**src/cpu6502_config.svh**
```systemverilog
// Widths, reset vector addresses and the status reset value of the 6502-style core
// Included by every module that sizes the bus or loads reset values

`ifndef CPU6502_CONFIG_SVH
`define CPU6502_CONFIG_SVH

// Bus widths
`define CPU_DATA_W 8
`define CPU_ADDR_W 16

// Reset vector, low byte then high byte
`define CPU_RESET_VEC_LO 16'hFFFC
`define CPU_RESET_VEC_HI 16'hFFFD

// P register image after reset
// Bit layout follows the 6502 status byte, only N, Z, C and V are kept
`define CPU_STATUS_INIT 8'h16

`endif
```
**src/cpuPkg.sv**
```systemverilog
// Shared types of the 6502-style core
// Imported by the decoder, sequencer, ALU, register file and the top level

package cpuPkg;

	// Supported opcodes by their 6502 encoding
	typedef enum logic [7:0] {
		opTax = 8'hAA, opTay = 8'hA8, opTxa = 8'h8A, opTya = 8'h98,
		opInx = 8'hE8, opIny = 8'hC8, opDex = 8'hCA, opDey = 8'h88,
		opClc = 8'h18, opSec = 8'h38, opClv = 8'hB8, opNop = 8'hEA,
		opLdaImm = 8'hA9, opLdxImm = 8'hA2, opLdyImm = 8'hA0,
		opAdcImm = 8'h69, opSbcImm = 8'hE9,
		opAndImm = 8'h29, opOraImm = 8'h09, opEorImm = 8'h49,
		opCmpImm = 8'hC9, opCpxImm = 8'hE0, opCpyImm = 8'hC0,
		opLdaZp = 8'hA5, opLdxZp = 8'hA6, opLdyZp = 8'hA4,
		opAdcZp = 8'h65, opSbcZp = 8'hE5,
		opAndZp = 8'h25, opOraZp = 8'h05, opEorZp = 8'h45,
		opCmpZp = 8'hC5, opCpxZp = 8'hE4, opCpyZp = 8'hC4,
		opStaZp = 8'h85, opStxZp = 8'h86, opStyZp = 8'h84,
		opBpl = 8'h10, opBmi = 8'h30, opBvc = 8'h50, opBvs = 8'h70,
		opBcc = 8'h90, opBcs = 8'hB0, opBne = 8'hD0, opBeq = 8'hF0,
		opJmpAbs = 8'h4C
	} cpuOpcode;

	typedef enum logic [2:0] {
		modeImplied,
		modeImmediate,
		modeZeroPage,
		modeBranch,
		modeJump
	} addrMode;

	typedef enum logic [3:0] {
		aluPass, aluAdd, aluSub, aluAnd, aluOr,
		aluEor, aluInc, aluDec, aluCmp, aluPcAdd
	} aluOp;

	// Register written by an instruction, also used as a source select
	typedef enum logic [2:0] {
		destNone,
		destA,
		destX,
		destY,
		destFlagsOnly
	} regDest;

	typedef enum logic [1:0] {
		stStartup,
		stRunning
	} seqState;

	// Flags touched by an instruction, doubles as the status register
	typedef struct packed {
		logic n;
		logic z;
		logic c;
		logic v;
	} flagMask;

endpackage

```
**src/cpuCore.sv**
```systemverilog
// Top level of the multicycle 6502-style core
// Connects decoder, cycle sequencer, registered ALU and register file to the memory bus
// The memory answers dataIn in the same cycle, with no wait states

`timescale 1ns/1ps
`include "cpu6502_config.svh"

module cpuCore (
	input  logic                   clk,
	input  logic                   rst_n,
	input  logic [`CPU_DATA_W-1:0] dataIn,
	output logic [`CPU_DATA_W-1:0] dataOut,
	output logic [`CPU_ADDR_W-1:0] addr,
	output logic                   rw,
	output logic                   sync
);
	import cpuPkg::*;

	cpuOpcode opcode;
	addrMode mode;
	aluOp decOp;
	aluOp aluOpSel;
	regDest dest;
	regDest storeSrc;
	flagMask decFlags;
	flagMask statusFlags;
	logic [`CPU_DATA_W-1:0] regA;
	logic [`CPU_DATA_W-1:0] regX;
	logic [`CPU_DATA_W-1:0] regY;
	logic [`CPU_DATA_W-1:0] aluA;
	logic [`CPU_DATA_W-1:0] aluB;
	logic [`CPU_DATA_W-1:0] aluResult;
	logic aluCin;
	logic aluCarry;
	logic aluOverflow;
	logic opValid;
	logic commitReq;
	logic instrStart;
	logic clearCarry;
	logic setCarry;
	logic clearOverflow;

	opDecoder i_opDecoder (
		.opcode(opcode), .mode(mode), .op(decOp), .dest(dest),
		.flags(decFlags), .storeSrc(storeSrc)
	);

	cpuSequencer i_cpuSequencer (
		.clk(clk), .rst_n(rst_n), .dataIn(dataIn), .mode(mode), .op(decOp),
		.dest(dest), .storeSrc(storeSrc), .regA(regA), .regX(regX), .regY(regY),
		.statusFlags(statusFlags), .aluResult(aluResult), .aluCarry(aluCarry),
		.opcode(opcode), .aluA(aluA), .aluB(aluB), .aluCin(aluCin),
		.aluOpSel(aluOpSel), .opValid(opValid), .commitReq(commitReq),
		.instrStart(instrStart), .clearCarry(clearCarry), .setCarry(setCarry),
		.clearOverflow(clearOverflow), .addr(addr), .dataOut(dataOut), .rw(rw),
		.sync(sync)
	);

	aluUnit i_aluUnit (
		.clk(clk), .rst_n(rst_n), .a(aluA), .b(aluB), .cin(aluCin), .op(aluOpSel),
		.opValid(opValid), .result(aluResult), .carry(aluCarry), .overflow(aluOverflow)
	);

	regFile i_regFile (
		.clk(clk), .rst_n(rst_n), .commitReq(commitReq), .instrStart(instrStart),
		.dest(dest), .flags(decFlags), .aluResult(aluResult), .aluCarry(aluCarry),
		.aluOverflow(aluOverflow), .clearCarry(clearCarry), .setCarry(setCarry),
		.clearOverflow(clearOverflow), .regA(regA), .regX(regX), .regY(regY),
		.statusFlags(statusFlags)
	);

endmodule

```
**src/cpuSequencer.sv**
```systemverilog
// Cycle sequencer of the core
// Fetches the reset vector, then steps each instruction through its bus cycles
// Owns the PC, the bus outputs, SYNC and the branch page fix-up

`timescale 1ns/1ps
`include "cpu6502_config.svh"

module cpuSequencer (
	input  logic                   clk,
	input  logic                   rst_n,
	input  logic [`CPU_DATA_W-1:0] dataIn,
	input  cpuPkg::addrMode        mode,
	input  cpuPkg::aluOp           op,
	input  cpuPkg::regDest         dest,
	input  cpuPkg::regDest         storeSrc,
	input  logic [`CPU_DATA_W-1:0] regA,
	input  logic [`CPU_DATA_W-1:0] regX,
	input  logic [`CPU_DATA_W-1:0] regY,
	input  cpuPkg::flagMask        statusFlags,
	input  logic [`CPU_DATA_W-1:0] aluResult,
	input  logic                   aluCarry,
	output cpuPkg::cpuOpcode       opcode,
	output logic [`CPU_DATA_W-1:0] aluA,
	output logic [`CPU_DATA_W-1:0] aluB,
	output logic                   aluCin,
	output cpuPkg::aluOp           aluOpSel,
	output logic                   opValid,
	output logic                   commitReq,
	output logic                   instrStart,
	output logic                   clearCarry,
	output logic                   setCarry,
	output logic                   clearOverflow,
	output logic [`CPU_ADDR_W-1:0] addr,
	output logic [`CPU_DATA_W-1:0] dataOut,
	output logic                   rw,
	output logic                   sync
);
	import cpuPkg::*;

	seqState state;
	logic [1:0] cnt;
	logic [`CPU_DATA_W-1:0] pcH;
	logic [`CPU_DATA_W-1:0] pcL;
	logic [`CPU_DATA_W-1:0] operandLo;
	logic [`CPU_ADDR_W-1:0] pcInc;
	logic [`CPU_DATA_W-1:0] srcVal;
	logic [`CPU_DATA_W-1:0] destVal;
	logic offNeg;
	logic flagBit;
	logic branchTaken;
	logic fixNeed;
	logic isStore;
	logic implExec;

	function automatic logic [`CPU_DATA_W-1:0] pickReg(input regDest sel,
			input logic [`CPU_DATA_W-1:0] a, input logic [`CPU_DATA_W-1:0] x,
			input logic [`CPU_DATA_W-1:0] y);
		case (sel)
			destA: return a;
			destX: return x;
			destY: return y;
			default: return '0;
		endcase
	endfunction

	assign pcInc = {pcH, pcL} + 1'b1;
	assign srcVal = pickReg(storeSrc, regA, regX, regY);
	assign destVal = pickReg(dest, regA, regX, regY);
	assign isStore = (dest == destNone) && (storeSrc != destNone);
	assign instrStart = (state == stRunning) && (cnt == 2'd0);
	assign implExec = (state == stRunning) && (cnt == 2'd1) && (mode == modeImplied);
	assign clearCarry = implExec && (opcode == opClc);
	assign setCarry = implExec && (opcode == opSec);
	assign clearOverflow = implExec && (opcode == opClv);

	// Opcode bits 7:6 pick N, V, C or Z, bit 5 is the value that takes the branch
	always_comb begin
		case (opcode[7:6])
			2'b00: flagBit = statusFlags.n;
			2'b01: flagBit = statusFlags.v;
			2'b10: flagBit = statusFlags.c;
			default: flagBit = statusFlags.z;
		endcase
	end
	assign branchTaken = (flagBit == opcode[5]);
	// PCL add carried forward, or borrowed on a negative offset
	assign fixNeed = aluCarry ^ offNeg;

	// ALU issue, result comes back at the start of the next cycle
	always_comb begin
		aluA = (op == aluCmp) ? srcVal : destVal;
		aluB = (mode == modeImplied) ? srcVal : dataIn;
		aluCin = statusFlags.c;
		aluOpSel = aluPass;
		opValid = 1'b0;
		commitReq = 1'b0;
		if (state == stRunning && cnt == 2'd1) begin
			if ((mode == modeImplied || mode == modeImmediate) && dest != destNone) begin
				aluOpSel = op;
				opValid = 1'b1;
				commitReq = 1'b1;
			end else if (mode == modeBranch && branchTaken) begin
				// Low byte of the address after the offset byte
				aluA = pcInc[`CPU_DATA_W-1:0];
				aluCin = 1'b0;
				aluOpSel = op;
				opValid = 1'b1;
			end
		end else if (state == stRunning && cnt == 2'd2) begin
			if (mode == modeZeroPage && dest != destNone) begin
				aluOpSel = op;
				opValid = 1'b1;
				commitReq = 1'b1;
			end else if (mode == modeBranch && fixNeed) begin
				aluA = pcH;
				aluOpSel = offNeg ? aluDec : aluInc;
				opValid = 1'b1;
			end
		end
	end

	always_ff @(posedge clk) begin
		if (!rst_n) begin
			state <= stStartup;
			cnt <= 2'd0;
			opcode <= opNop;
			addr <= `CPU_RESET_VEC_LO;
			rw <= 1'b1;
			sync <= 1'b0;
		end else if (state == stStartup) begin
			if (cnt == 2'd0) begin
				pcL <= dataIn;
				addr <= `CPU_RESET_VEC_HI;
				cnt <= 2'd1;
			end else begin
				pcH <= dataIn;
				addr <= {dataIn, pcL};
				state <= stRunning;
				cnt <= 2'd0;
				sync <= 1'b1;
			end
		end else begin
			case (cnt)
				2'd0: begin
					opcode <= cpuOpcode'(dataIn);
					sync <= 1'b0;
					{pcH, pcL} <= pcInc;
					addr <= pcInc;
					cnt <= 2'd1;
				end
				2'd1: begin
					case (mode)
						modeImplied: begin
							addr <= {pcH, pcL};
							sync <= 1'b1;
							cnt <= 2'd0;
						end
						modeZeroPage: begin
							{pcH, pcL} <= pcInc;
							addr <= {8'h00, dataIn};
							cnt <= 2'd2;
							if (isStore) begin
								rw <= 1'b0;
								dataOut <= srcVal;
							end
						end
						default: begin
							// Immediate, branch offset and JMP low byte
							{pcH, pcL} <= pcInc;
							addr <= pcInc;
							operandLo <= dataIn;
							offNeg <= dataIn[7];
							if (mode == modeJump || (mode == modeBranch && branchTaken)) begin
								cnt <= 2'd2;
							end else begin
								sync <= 1'b1;
								cnt <= 2'd0;
							end
						end
					endcase
				end
				2'd2: begin
					if (mode == modeJump) begin
						{pcH, pcL} <= {dataIn, operandLo};
						addr <= {dataIn, operandLo};
					end else if (mode == modeBranch) begin
						pcL <= aluResult;
						addr <= {pcH, aluResult};
					end else begin
						addr <= {pcH, pcL};
					end
					rw <= 1'b1;
					if (mode == modeBranch && fixNeed) begin
						cnt <= 2'd3;
					end else begin
						sync <= 1'b1;
						cnt <= 2'd0;
					end
				end
				default: begin
					// Page crossed, corrected high byte from the ALU
					pcH <= aluResult;
					addr <= {aluResult, pcL};
					sync <= 1'b1;
					cnt <= 2'd0;
				end
			endcase
		end
	end

	assert property (@(posedge clk) disable iff (!rst_n)
		!rw |-> (mode == modeZeroPage && cnt == 2'd2 && isStore));

	assert property (@(posedge clk) disable iff (!rst_n)
		(state == stStartup) |-> !sync);

endmodule

```
**src/regFile.sv**
```systemverilog
// A, X, Y and the N, Z, C, V flags
// A commit at execute time is held pending and written at the next instruction start
// CLC, SEC and CLV arrive as single-cycle pulses

`timescale 1ns/1ps
`include "cpu6502_config.svh"

module regFile (
	input  logic                   clk,
	input  logic                   rst_n,
	input  logic                   commitReq,
	input  logic                   instrStart,
	input  cpuPkg::regDest         dest,
	input  cpuPkg::flagMask        flags,
	input  logic [`CPU_DATA_W-1:0] aluResult,
	input  logic                   aluCarry,
	input  logic                   aluOverflow,
	input  logic                   clearCarry,
	input  logic                   setCarry,
	input  logic                   clearOverflow,
	output logic [`CPU_DATA_W-1:0] regA,
	output logic [`CPU_DATA_W-1:0] regX,
	output logic [`CPU_DATA_W-1:0] regY,
	output cpuPkg::flagMask        statusFlags
);
	import cpuPkg::*;

	localparam logic [7:0] StatusInit = `CPU_STATUS_INIT;

	logic [`CPU_DATA_W-1:0] aReg;
	logic [`CPU_DATA_W-1:0] xReg;
	logic [`CPU_DATA_W-1:0] yReg;
	regDest pendDest;
	flagMask pendFlags;
	logic pendValid;
	logic applyNow;

	// ALU output is valid exactly in the cycle the pending write lands
	assign applyNow = instrStart && pendValid;

	// Pending value forwarded during its write cycle
	assign regA = (applyNow && pendDest == destA) ? aluResult : aReg;
	assign regX = (applyNow && pendDest == destX) ? aluResult : xReg;
	assign regY = (applyNow && pendDest == destY) ? aluResult : yReg;

	always_ff @(posedge clk) begin
		if (!rst_n) begin
			aReg <= '0;
			xReg <= '0;
			yReg <= '0;
			statusFlags <= '{n: StatusInit[7], z: StatusInit[1],
				c: StatusInit[0], v: StatusInit[6]};
			pendValid <= 1'b0;
			pendDest <= destNone;
			pendFlags <= '0;
		end else begin
			if (commitReq) begin
				pendValid <= 1'b1;
				pendDest <= dest;
				pendFlags <= flags;
			end else if (instrStart) begin
				pendValid <= 1'b0;
			end
			if (applyNow) begin
				case (pendDest)
					destA: aReg <= aluResult;
					destX: xReg <= aluResult;
					destY: yReg <= aluResult;
					default: ;
				endcase
				if (pendFlags.n) statusFlags.n <= aluResult[`CPU_DATA_W-1];
				if (pendFlags.z) statusFlags.z <= (aluResult == '0);
				if (pendFlags.c) statusFlags.c <= aluCarry;
				if (pendFlags.v) statusFlags.v <= aluOverflow;
			end
			if (clearCarry) statusFlags.c <= 1'b0;
			if (setCarry) statusFlags.c <= 1'b1;
			if (clearOverflow) statusFlags.v <= 1'b0;
		end
	end

	// Each instruction ends with its commit, so the previous one has drained by then
	assert property (@(posedge clk) disable iff (!rst_n)
		commitReq |-> !pendValid);

endmodule

```
**src/aluUnit.sv**
```systemverilog
// Registered 8-bit ALU
// Result, carry and overflow appear one cycle after an operation with opValid high
// Overflow only comes from add and subtract

`timescale 1ns/1ps
`include "cpu6502_config.svh"

module aluUnit (
	input  logic                   clk,
	input  logic                   rst_n,
	input  logic [`CPU_DATA_W-1:0] a,
	input  logic [`CPU_DATA_W-1:0] b,
	input  logic                   cin,
	input  cpuPkg::aluOp           op,
	input  logic                   opValid,
	output logic [`CPU_DATA_W-1:0] result,
	output logic                   carry,
	output logic                   overflow
);
	import cpuPkg::*;

	logic [`CPU_DATA_W-1:0] operandB;
	logic [`CPU_DATA_W-1:0] nextResult;
	logic [`CPU_DATA_W:0] sum;
	logic carryIn;
	logic nextOverflow;

	// Every arithmetic op goes through one adder
	always_comb begin
		operandB = b;
		carryIn = cin;
		case (op)
			aluSub: operandB = ~b;
			aluCmp: begin
				operandB = ~b;
				carryIn = 1'b1;
			end
			aluInc: begin
				operandB = '0;
				carryIn = 1'b1;
			end
			aluDec: begin
				operandB = '1;
				carryIn = 1'b0;
			end
			default: ;
		endcase
		sum = {1'b0, a} + {1'b0, operandB} + {{`CPU_DATA_W{1'b0}}, carryIn};
		case (op)
			aluPass: nextResult = b;
			aluAnd: nextResult = a & b;
			aluOr: nextResult = a | b;
			aluEor: nextResult = a ^ b;
			default: nextResult = sum[`CPU_DATA_W-1:0];
		endcase
		// Same-sign operands giving a result of the other sign
		nextOverflow = (op == aluAdd || op == aluSub) &&
			(a[`CPU_DATA_W-1] == operandB[`CPU_DATA_W-1]) &&
			(sum[`CPU_DATA_W-1] != a[`CPU_DATA_W-1]);
	end

	always_ff @(posedge clk) begin
		if (!rst_n) begin
			result <= '0;
			carry <= 1'b0;
			overflow <= 1'b0;
		end else if (opValid) begin
			result <= nextResult;
			carry <= sum[`CPU_DATA_W];
			overflow <= nextOverflow;
		end
	end

endmodule

```
**src/opDecoder.sv**
```systemverilog
// Combinational opcode decoder
// Gives the address mode, ALU operation, destination, updated flags and source register
// Codes not listed decode as a two-cycle implied NOP

`timescale 1ns/1ps

module opDecoder (
	input  cpuPkg::cpuOpcode opcode,
	output cpuPkg::addrMode  mode,
	output cpuPkg::aluOp     op,
	output cpuPkg::regDest   dest,
	output cpuPkg::flagMask  flags,
	output cpuPkg::regDest   storeSrc
);
	import cpuPkg::*;

	localparam flagMask FlagsNz = '{n: 1'b1, z: 1'b1, c: 1'b0, v: 1'b0};
	localparam flagMask FlagsNzc = '{n: 1'b1, z: 1'b1, c: 1'b1, v: 1'b0};
	localparam flagMask FlagsAll = '{n: 1'b1, z: 1'b1, c: 1'b1, v: 1'b1};

	always_comb begin
		case (opcode)
			opLdaImm, opLdxImm, opLdyImm, opAdcImm, opSbcImm, opAndImm,
			opOraImm, opEorImm, opCmpImm, opCpxImm, opCpyImm:
				mode = modeImmediate;
			opLdaZp, opLdxZp, opLdyZp, opAdcZp, opSbcZp, opAndZp, opOraZp,
			opEorZp, opCmpZp, opCpxZp, opCpyZp, opStaZp, opStxZp, opStyZp:
				mode = modeZeroPage;
			opBpl, opBmi, opBvc, opBvs, opBcc, opBcs, opBne, opBeq:
				mode = modeBranch;
			opJmpAbs: mode = modeJump;
			default: mode = modeImplied;
		endcase
	end

	// storeSrc also names the source of transfers and compares
	always_comb begin
		op = aluPass;
		dest = destNone;
		flags = '0;
		storeSrc = destNone;
		case (opcode)
			opLdaImm, opLdaZp: begin dest = destA; flags = FlagsNz; end
			opLdxImm, opLdxZp: begin dest = destX; flags = FlagsNz; end
			opLdyImm, opLdyZp: begin dest = destY; flags = FlagsNz; end
			opTax: begin dest = destX; storeSrc = destA; flags = FlagsNz; end
			opTay: begin dest = destY; storeSrc = destA; flags = FlagsNz; end
			opTxa: begin dest = destA; storeSrc = destX; flags = FlagsNz; end
			opTya: begin dest = destA; storeSrc = destY; flags = FlagsNz; end
			opInx: begin op = aluInc; dest = destX; flags = FlagsNz; end
			opIny: begin op = aluInc; dest = destY; flags = FlagsNz; end
			opDex: begin op = aluDec; dest = destX; flags = FlagsNz; end
			opDey: begin op = aluDec; dest = destY; flags = FlagsNz; end
			opAdcImm, opAdcZp: begin op = aluAdd; dest = destA; flags = FlagsAll; end
			opSbcImm, opSbcZp: begin op = aluSub; dest = destA; flags = FlagsAll; end
			opAndImm, opAndZp: begin op = aluAnd; dest = destA; flags = FlagsNz; end
			opOraImm, opOraZp: begin op = aluOr; dest = destA; flags = FlagsNz; end
			opEorImm, opEorZp: begin op = aluEor; dest = destA; flags = FlagsNz; end
			opCmpImm, opCmpZp: begin
				op = aluCmp;
				dest = destFlagsOnly;
				storeSrc = destA;
				flags = FlagsNzc;
			end
			opCpxImm, opCpxZp: begin
				op = aluCmp;
				dest = destFlagsOnly;
				storeSrc = destX;
				flags = FlagsNzc;
			end
			opCpyImm, opCpyZp: begin
				op = aluCmp;
				dest = destFlagsOnly;
				storeSrc = destY;
				flags = FlagsNzc;
			end
			opStaZp: storeSrc = destA;
			opStxZp: storeSrc = destX;
			opStyZp: storeSrc = destY;
			// PCL plus offset for a taken branch
			opBpl, opBmi, opBvc, opBvs, opBcc, opBcs, opBne, opBeq: op = aluPcAdd;
			default: ;
		endcase
	end

endmodule

```
**config.mk**
```make
export PLATFORM = sky130hd
export DESIGN_NAME = cpuCore
export DESIGN_NICKNAME = d
export VERILOG_FILES = /design/src/cpuPkg.sv /design/src/cpuCore.sv /design/src/cpuSequencer.sv /design/src/regFile.sv /design/src/aluUnit.sv /design/src/opDecoder.sv
export VERILOG_INCLUDE_DIRS = /design/src /design/src/src
export SDC_FILE = /design/constraint.sdc
export NUM_CORES = 1
export LEC_CHECK = 0
export BUFFER_PORTS_ARGS = -buffer_cell sky130_fd_sc_hd__clkbuf_2
export CORE_MARGIN = 3
export CORE_UTILIZATION = 63
export DETAILED_ROUTE_END_ITERATION = 16
export PLACE_DENSITY_LB_ADDON = 0.12
export SLEW_MARGIN = 20
export SYNTH_ARGS = -nofsm -noshare
export SYNTH_HDL_FRONTEND = slang
export SYNTH_HIERARCHICAL = 1
export SYNTH_SLANG_ARGS = --single-unit
```
**constraint.sdc**
```tcl
create_clock -name clk -period 6.6 [get_ports clk]
set_input_delay 0.99 -clock clk [delete_from_list [all_inputs] [get_ports clk]]
set_output_delay 0.99 -clock clk [all_outputs]
set_load 0.02 [all_outputs]
```
### Word-level counts from Yosys, hierarchy flattened

Index checks and enable logic that the tools add are counted.

* reduce and logical (&&, ||, !) cells: 73
* mux-type cells: 81
* bitwise operators: 9
* eq/ne operators: 84
* add/sub/neg operators: 3

Operator list (number)
* $eq A8 B8 Y1 const B: 30
* $mux W8: 21
* $pmux W8 S3: 5
* $eq A8 B7 Y1 const B: 7
* $mux W16: 3
* $pmux W16 S3: 1
* $pmux W4 S9: 1
* $eq A8 B6 Y1 const B: 4
* $pmux W16 S2: 1
* $pmux W8 S4: 1
* $reduce_or A14 Y1: 2
* $mux W1: 27
* $mux W4: 6
* $pmux W3 S4: 2
* $reduce_or A2 Y1: 11
* $reduce_or A20 Y1: 1
* $eq A3 B2 Y1 const B: 6
* $logic_and A1 B1 Y1: 18
* $reduce_and A2 Y1: 9
* $add A16 B1 Y16 const B: 1
* $eq A4 B3 Y1 const B: 4
* $eq A8 B5 Y1 const B: 2
* $reduce_and A4 Y1: 4
* $reduce_bool A3 Y1: 5
* 41 further kinds: 78

* bits in registers: 108
* input port bits: 10
* output and inout port bits: 26

### Longest topological paths before layout

* depth after elaboration: 16
* gate-level depth with buffers: 25
* gate-level depth less buffers: 22

### By module

The synthesis kept the hierarchy.

Modules (own cells, without submodules)
* cpuSequencer: cells an instance 513, sequential area each 1541.5 um2, area each 4495.6 um2, instances 1
* aluUnit: cells an instance 251, sequential area each 200.2 um2, area each 1769.2 um2, instances 1
* regFile: cells an instance 166, sequential area each 720.7 um2, area each 1756.7 um2, instances 1
* opDecoder: cells an instance 84, sequential area each 0.0 um2, area each 569.3 um2, instances 1

### Least setup slack after synthesis

No wires, ideal clock.

* kind: register -> register
* start: register i_cpuSequencer.cnt[0]
* end: register i_aluUnit.result[6]
* clock period less this slack: 4.736 ns
* arrival time: 4.621 ns
* data required time: 6.485 ns
* path slack: 1.864 ns
* stages on the path, launching flop included: 25
* path through: dfxtp_1 clkbuf_1 nor2_1 nand2_1 clkinv_1 clkbuf_1 and4b_1 buf_6 buf_12 mux2_4 mux2_2 a22oi_1 nor2_1 mux2_2 nand2_1 o21ai_0 o22a_1 fa_1 inv_1 fa_1 nor2b_1 o31ai_1 a21oi_1 xnor2_1 o21a_1

RTL lines
* from (decl): RTL line cpuSequencer.sv:41 `logic [1:0] cnt;`
* from (signal assigned): RTL line cpuSequencer.sv:125 `cnt <= 2'd0;`
* from (signal assigned): RTL line cpuSequencer.sv:134 `cnt <= 2'd1;`
* from (signal assigned): RTL line cpuSequencer.sv:139 `cnt <= 2'd0;`
* $logic_not A2 Y1 *: RTL line cpuSequencer.sv:70 `assign instrStart = (state == stRunning) && (cnt == 2'd0);`
* $logic_and A1 B1 Y1 *: RTL line cpuSequencer.sv:70
* via instrStart: RTL line cpuCore.sv:38 `logic instrStart;`
* $logic_and A1 B1 Y1 *: RTL line regFile.sv:39 `assign applyNow = instrStart && pendValid;`
* $logic_and A1 B1 Y1 *: RTL line regFile.sv:43 `assign regX = (applyNow && pendDest == destX) ? aluResult : xReg;`
* $mux W8 *: RTL line regFile.sv:43
* via regX[0]: RTL line cpuCore.sv:28 `` logic [`CPU_DATA_W-1:0] regX; ``
* $pmux W8 S3 *: RTL line cpuSequencer.sv:58 `case (sel)`
* via i_cpuSequencer.srcVal[0]: RTL line cpuSequencer.sv:46 `` logic [`CPU_DATA_W-1:0] srcVal; ``
* $mux W8 *: RTL line cpuSequencer.sv:92 `aluB = (mode == modeImplied) ? srcVal : dataIn;`
* via aluB[0]: RTL line cpuCore.sv:31 `` logic [`CPU_DATA_W-1:0] aluB; ``
* $not A8 Y8: RTL line aluUnit.sv:33, aluUnit.sv:35
* $pmux W8 S3 *: RTL line aluUnit.sv:32 `case (op)`
* $add A8 B8 Y9 *: RTL line aluUnit.sv:48 `` sum = {1'b0, a} + {1'b0, operandB} + {{`CPU_DATA_W{1'b0}}, carryIn}; ``
* $add A9 B1 Y9 *: RTL line aluUnit.sv:48
* $pmux W8 S4 *: RTL line aluUnit.sv:49 `case (op)`
* to (signal assigned): RTL line aluUnit.sv:68 `result <= nextResult;`
* to (decl): RTL line aluUnit.sv:16 `` output logic [`CPU_DATA_W-1:0] result, ``

Mark *: on every way through the listed nets, which the timed path passes. The rest lies on a longest branch.
A chain may end at the register's enable or synchronous reset.

### Final worst setup path

* start: register i_cpuSequencer.opcode[6]
* end: register i_aluUnit.result[6]

* word-level cells in the longest chain between the ends: 15

Ends and longest elaborated chain
* from (decl): RTL line cpuSequencer.sv:22 `output cpuPkg::cpuOpcode opcode,`
* from (signal assigned): RTL line cpuSequencer.sv:126 `opcode <= opNop;`
* from (signal assigned): RTL line cpuSequencer.sv:145 `opcode <= cpuOpcode'(dataIn);`
* $eq A8 B8 Y1 (tied with other cells): RTL line opDecoder.sv:22 `case (opcode)`
* $reduce_or A14 Y1 (tied with other cells): RTL line opDecoder.sv:22
* $pmux W3 S4 *: RTL line opDecoder.sv:22
* via mode[1]: RTL line cpuCore.sv:20 `addrMode mode;`
* $eq A3 B2 Y1: RTL line cpuSequencer.sv:102, cpuSequencer.sv:114
* $logic_and A1 B1 Y1: RTL line cpuSequencer.sv:114 `end else if (mode == modeBranch && fixNeed) begin`
* $mux W4: RTL line cpuSequencer.sv:114
* $mux W4: RTL line cpuSequencer.sv:110 `if (mode == modeZeroPage && dest != destNone) begin`
* $mux W4: RTL line cpuSequencer.sv:109 `end else if (state == stRunning && cnt == 2'd2) begin`
* $mux W4 *: RTL line cpuSequencer.sv:97 `if (state == stRunning && cnt == 2'd1) begin`
* via aluOpSel[2]: RTL line cpuCore.sv:22 `aluOp aluOpSel;`
* $eq A4 B4 Y1 or $eq A4 B2 Y1 (tied branches): RTL line aluUnit.sv:32
* $reduce_or A2 Y1 (no line)
* $pmux W8 S3: RTL line aluUnit.sv:32
* $add A8 B8 Y9: RTL line aluUnit.sv:48
* $add A9 B1 Y9: RTL line aluUnit.sv:48
* $pmux W8 S4 *: RTL line aluUnit.sv:49

Marked as above.

==> metrics.txt <==
first-pass GRT wire length=39800 µm; register bit total from synthesis=107; P&R area growth vs syn=4.31%; All-Layer GR Usage=34.2%; Post-CTS Setup Repair Bufs=0; Max Root-Sink Buffers=2; DP Worst Slack=1.32 ns; crit path max fanout=15; Adder-Cell Fraction of Synth Area=4.08%; setup ws final=1.03 ns; Max Cap Viol=0; Critical Path Max Stage Delay=0.65 ns; Post-Syn Area=8590 µm²; CP Data Arrival Time=5.84 ns; Yosys top cell area share=17.5%; I/O pin count=36; final setup fails=0; Worst-Skew Late Latency=0.36 ns; cell taking the most area after synthesis=dfxtp_1; Pwr Density=170 nW/µm²; critical path type=reg -> reg; number of flops mapped to enable cells by yosys=32; area fraction in compound gates after synthesis=22.3%; DIE AREA=15100 µm²; crit start category=register; Critical Path RT=6.87 ns; Synth Area in Simple Gates=21.9%; CTS Sinks=107; final setup TNS=0 ns; HP Class=reg -> reg; clk slew on worst S/H paths=0.08 ns; main combinational cell family by area after synthesis=compound AO/OA/AOI/OAI gates; worst slew pin tran=1.10 ns; DR iter-0 viols=1279; CTS Buf Count=9; CTS hold repair buffers=0; most used flip-flop cell after synthesis=dfxtp_1; ant diodes=0; layout cells sized above 1=16.5%; DRT antenna net count=0; Worst path top cell family by delay=compound AO/OA/AOI/OAI gates; slew margin rel.=26.4%; Mapped Avg Cell Area=8.47 µm²; XOR/XNOR Fraction of Synth Area=2.55%; drt drc=0; fmax=180 MHz; yosys warns=6; Mapped Cells=1014; H-tree levels=3; CTS tree=yes; post-synth cell types=97; largest net degree at the start of global routing=55; final clock skew=0.0113 ns; TritonRoute pass-1 iters=6; fill cell count=1119; sequential share of the synthesized area=28.7%; Initial Utilization=64.6%; Die W=123 µm; max-slew violation total from the final report=0; nets@finish=1035; unrepaired setup endpoints after global routing=false; Final Core Density=67.4%; Worst VDD drop=0.151 mV; vias in the first global route=7140; Crit. End Element=register; synth top area cells=dfxtp_1, edfxtp_1, mux2_2; Commonest cells post-synth=nand2_1, nor2_1, dfxtp_1; mux cell area share after synthesis=13.4%; ys async rst share=0%; Core Box Area=13300 µm²; Final Hold Fails=0; crit path time final=5.57 ns; post-cts resize count=0; Overflow after GRT=0; CTS root buf=clkbuf_16; vias per std cell=6.78; outcome=completed; WL/cell=22.0 µm; fin crit share=84.4%; initial antenna violation count=0; crit-path cells=nor2b_1 > a21oi_1 > o22ai_1 > a31o_1 > nand3b_1 > nor3_1 > and2_1 > a21o_1 > nor3_2 > o21ai_0 > o311ai_0 > fa_1 > inv_1 > fa_1 > nor2b_1 > o31ai_1 > a21oi_1 > xnor2_1 > o21a_1; buffers plus inverters on the worst setup path=1; standard-cell row count=42; most frequent cell after synthesis=nand2_1; GP Congestion=1.04; syn nets=1050; leak pwr=3.37 nW; chip height=123 µm; Final HPWL DP=18600 µm; Port Buffers=35; Total Power=1.53 mW; Slowest-stage cell, CP=dfxtp_1; final WL=26000 µm; DR vias=8006
-- state kept, by name, indices dropped and copies added (netlist names), 2 cells and up --
signal	count
i_regFile/pendDest	3
i_cpuSequencer/dataOut	8
i_regFile/yReg	8
i_cpuSequencer/pcL	8
i_regFile/pendFlags	4
i_cpuSequencer/pcH	8
i_regFile/aReg	8
i_cpuSequencer/cnt	2
i_aluUnit/result	8
i_cpuSequencer/opcode	8
i_cpuSequencer/addr	16
i_regFile/xReg	8
i_regFile/statusFlags	4
i_cpuSequencer/operandLo	8
-- worst paths after layout --
check / start / to / slack, ns / cells after the start
hold / removal: i_regFile/aReg[6] / i_regFile/aReg[6] / 0.46 / 2
hold reg to reg: i_regFile/aReg[6] / i_regFile/aReg[6] / 0.46 / 2
setup reg to reg: i_cpuSequencer/opcode[6] / i_aluUnit/result[6] / 1.03 / 19
setup / recovery: i_cpuSequencer/opcode[6] / i_aluUnit/result[6] / 1.03 / 19
-- layout by cell type (no fill, tap or decap), drive strengths merged, types with 21 or more instances in the layout --
master / n
nor2: 76
a22oi: 36
dfxtp: 75
a21oi: 53
mux2i: 47
edfxtp: 32
clkbuf: 44
buf: 21
ha: 24
nor3: 23
mux2: 57
o21ai: 59
inv: 36
nand3: 23
nor2b: 25
nand2: 120
-- final cells by class --
class | instances | area (µm²) | area share (%)
multi-input combinational | 790 | 5530 | 61.7
clock buffer | 9 | 225 | 2.51
timing repair buffer | 56 | 333 | 3.71
inverter | 35 | 131 | 1.47
clock inverter | 7 | 61.3 | 0.684
sequential | 107 | 2460 | 27.5
tap | 176 | 220 | 2.46
-- cell families (layout without fill, tap and decap cells) --
| family | Yosys count | in the layout |
|---|---|---|
| flops | 107 | 107 |
| xor+xnor | 25 | 25 |
| fa+ha+maj | 27 | 27 |
| other cells | 1 | 1 |
| mux | 105 | 105 |
| compound gates | 275 | 275 |
| simple gates | 357 | 357 |
| buf+inv | 117 | 107 |
-- worst reg2reg max path: cells and delay by family, from the launching register on --
kind | cells | cell delay [ns]
compound gates | 9 | 2.22
simple gates | 6 | 1.76
flops | 1 | 0.65
fa+ha+maj | 2 | 0.64
xor+xnor | 1 | 0.15
buf+inv | 1 | 0.08
-- through the flow --
stage,cell area (µm²),hold slack (ns),cells
final,8960,0.459,1180
after global routing,8960,0.470,1180
after CTS,8960,0.460,1180
after detailed placement,8670,0.449,1164
after global placement,8670,0.441,1164
after floorplan,8590,0.432,1014
-- power by group --
group / switching (mW) / internal [mW] / leakage [nW]
Sequential: 0.0412 / 0.700 / 0.907
Combinational: 0.157 / 0.0863 / 2.33
Clock: 0.278 / 0.263 / 0.139
-- metal layers --
metal | GRT usage [%] | routed length [µm]
met3 | 6.59 | 2730
met2 | 52.5 | 11300
met5 | 0 | 0
met1 | 46.2 | 10600
met4 | 16.9 | 1340
Power figures use the tool's default switching activity.
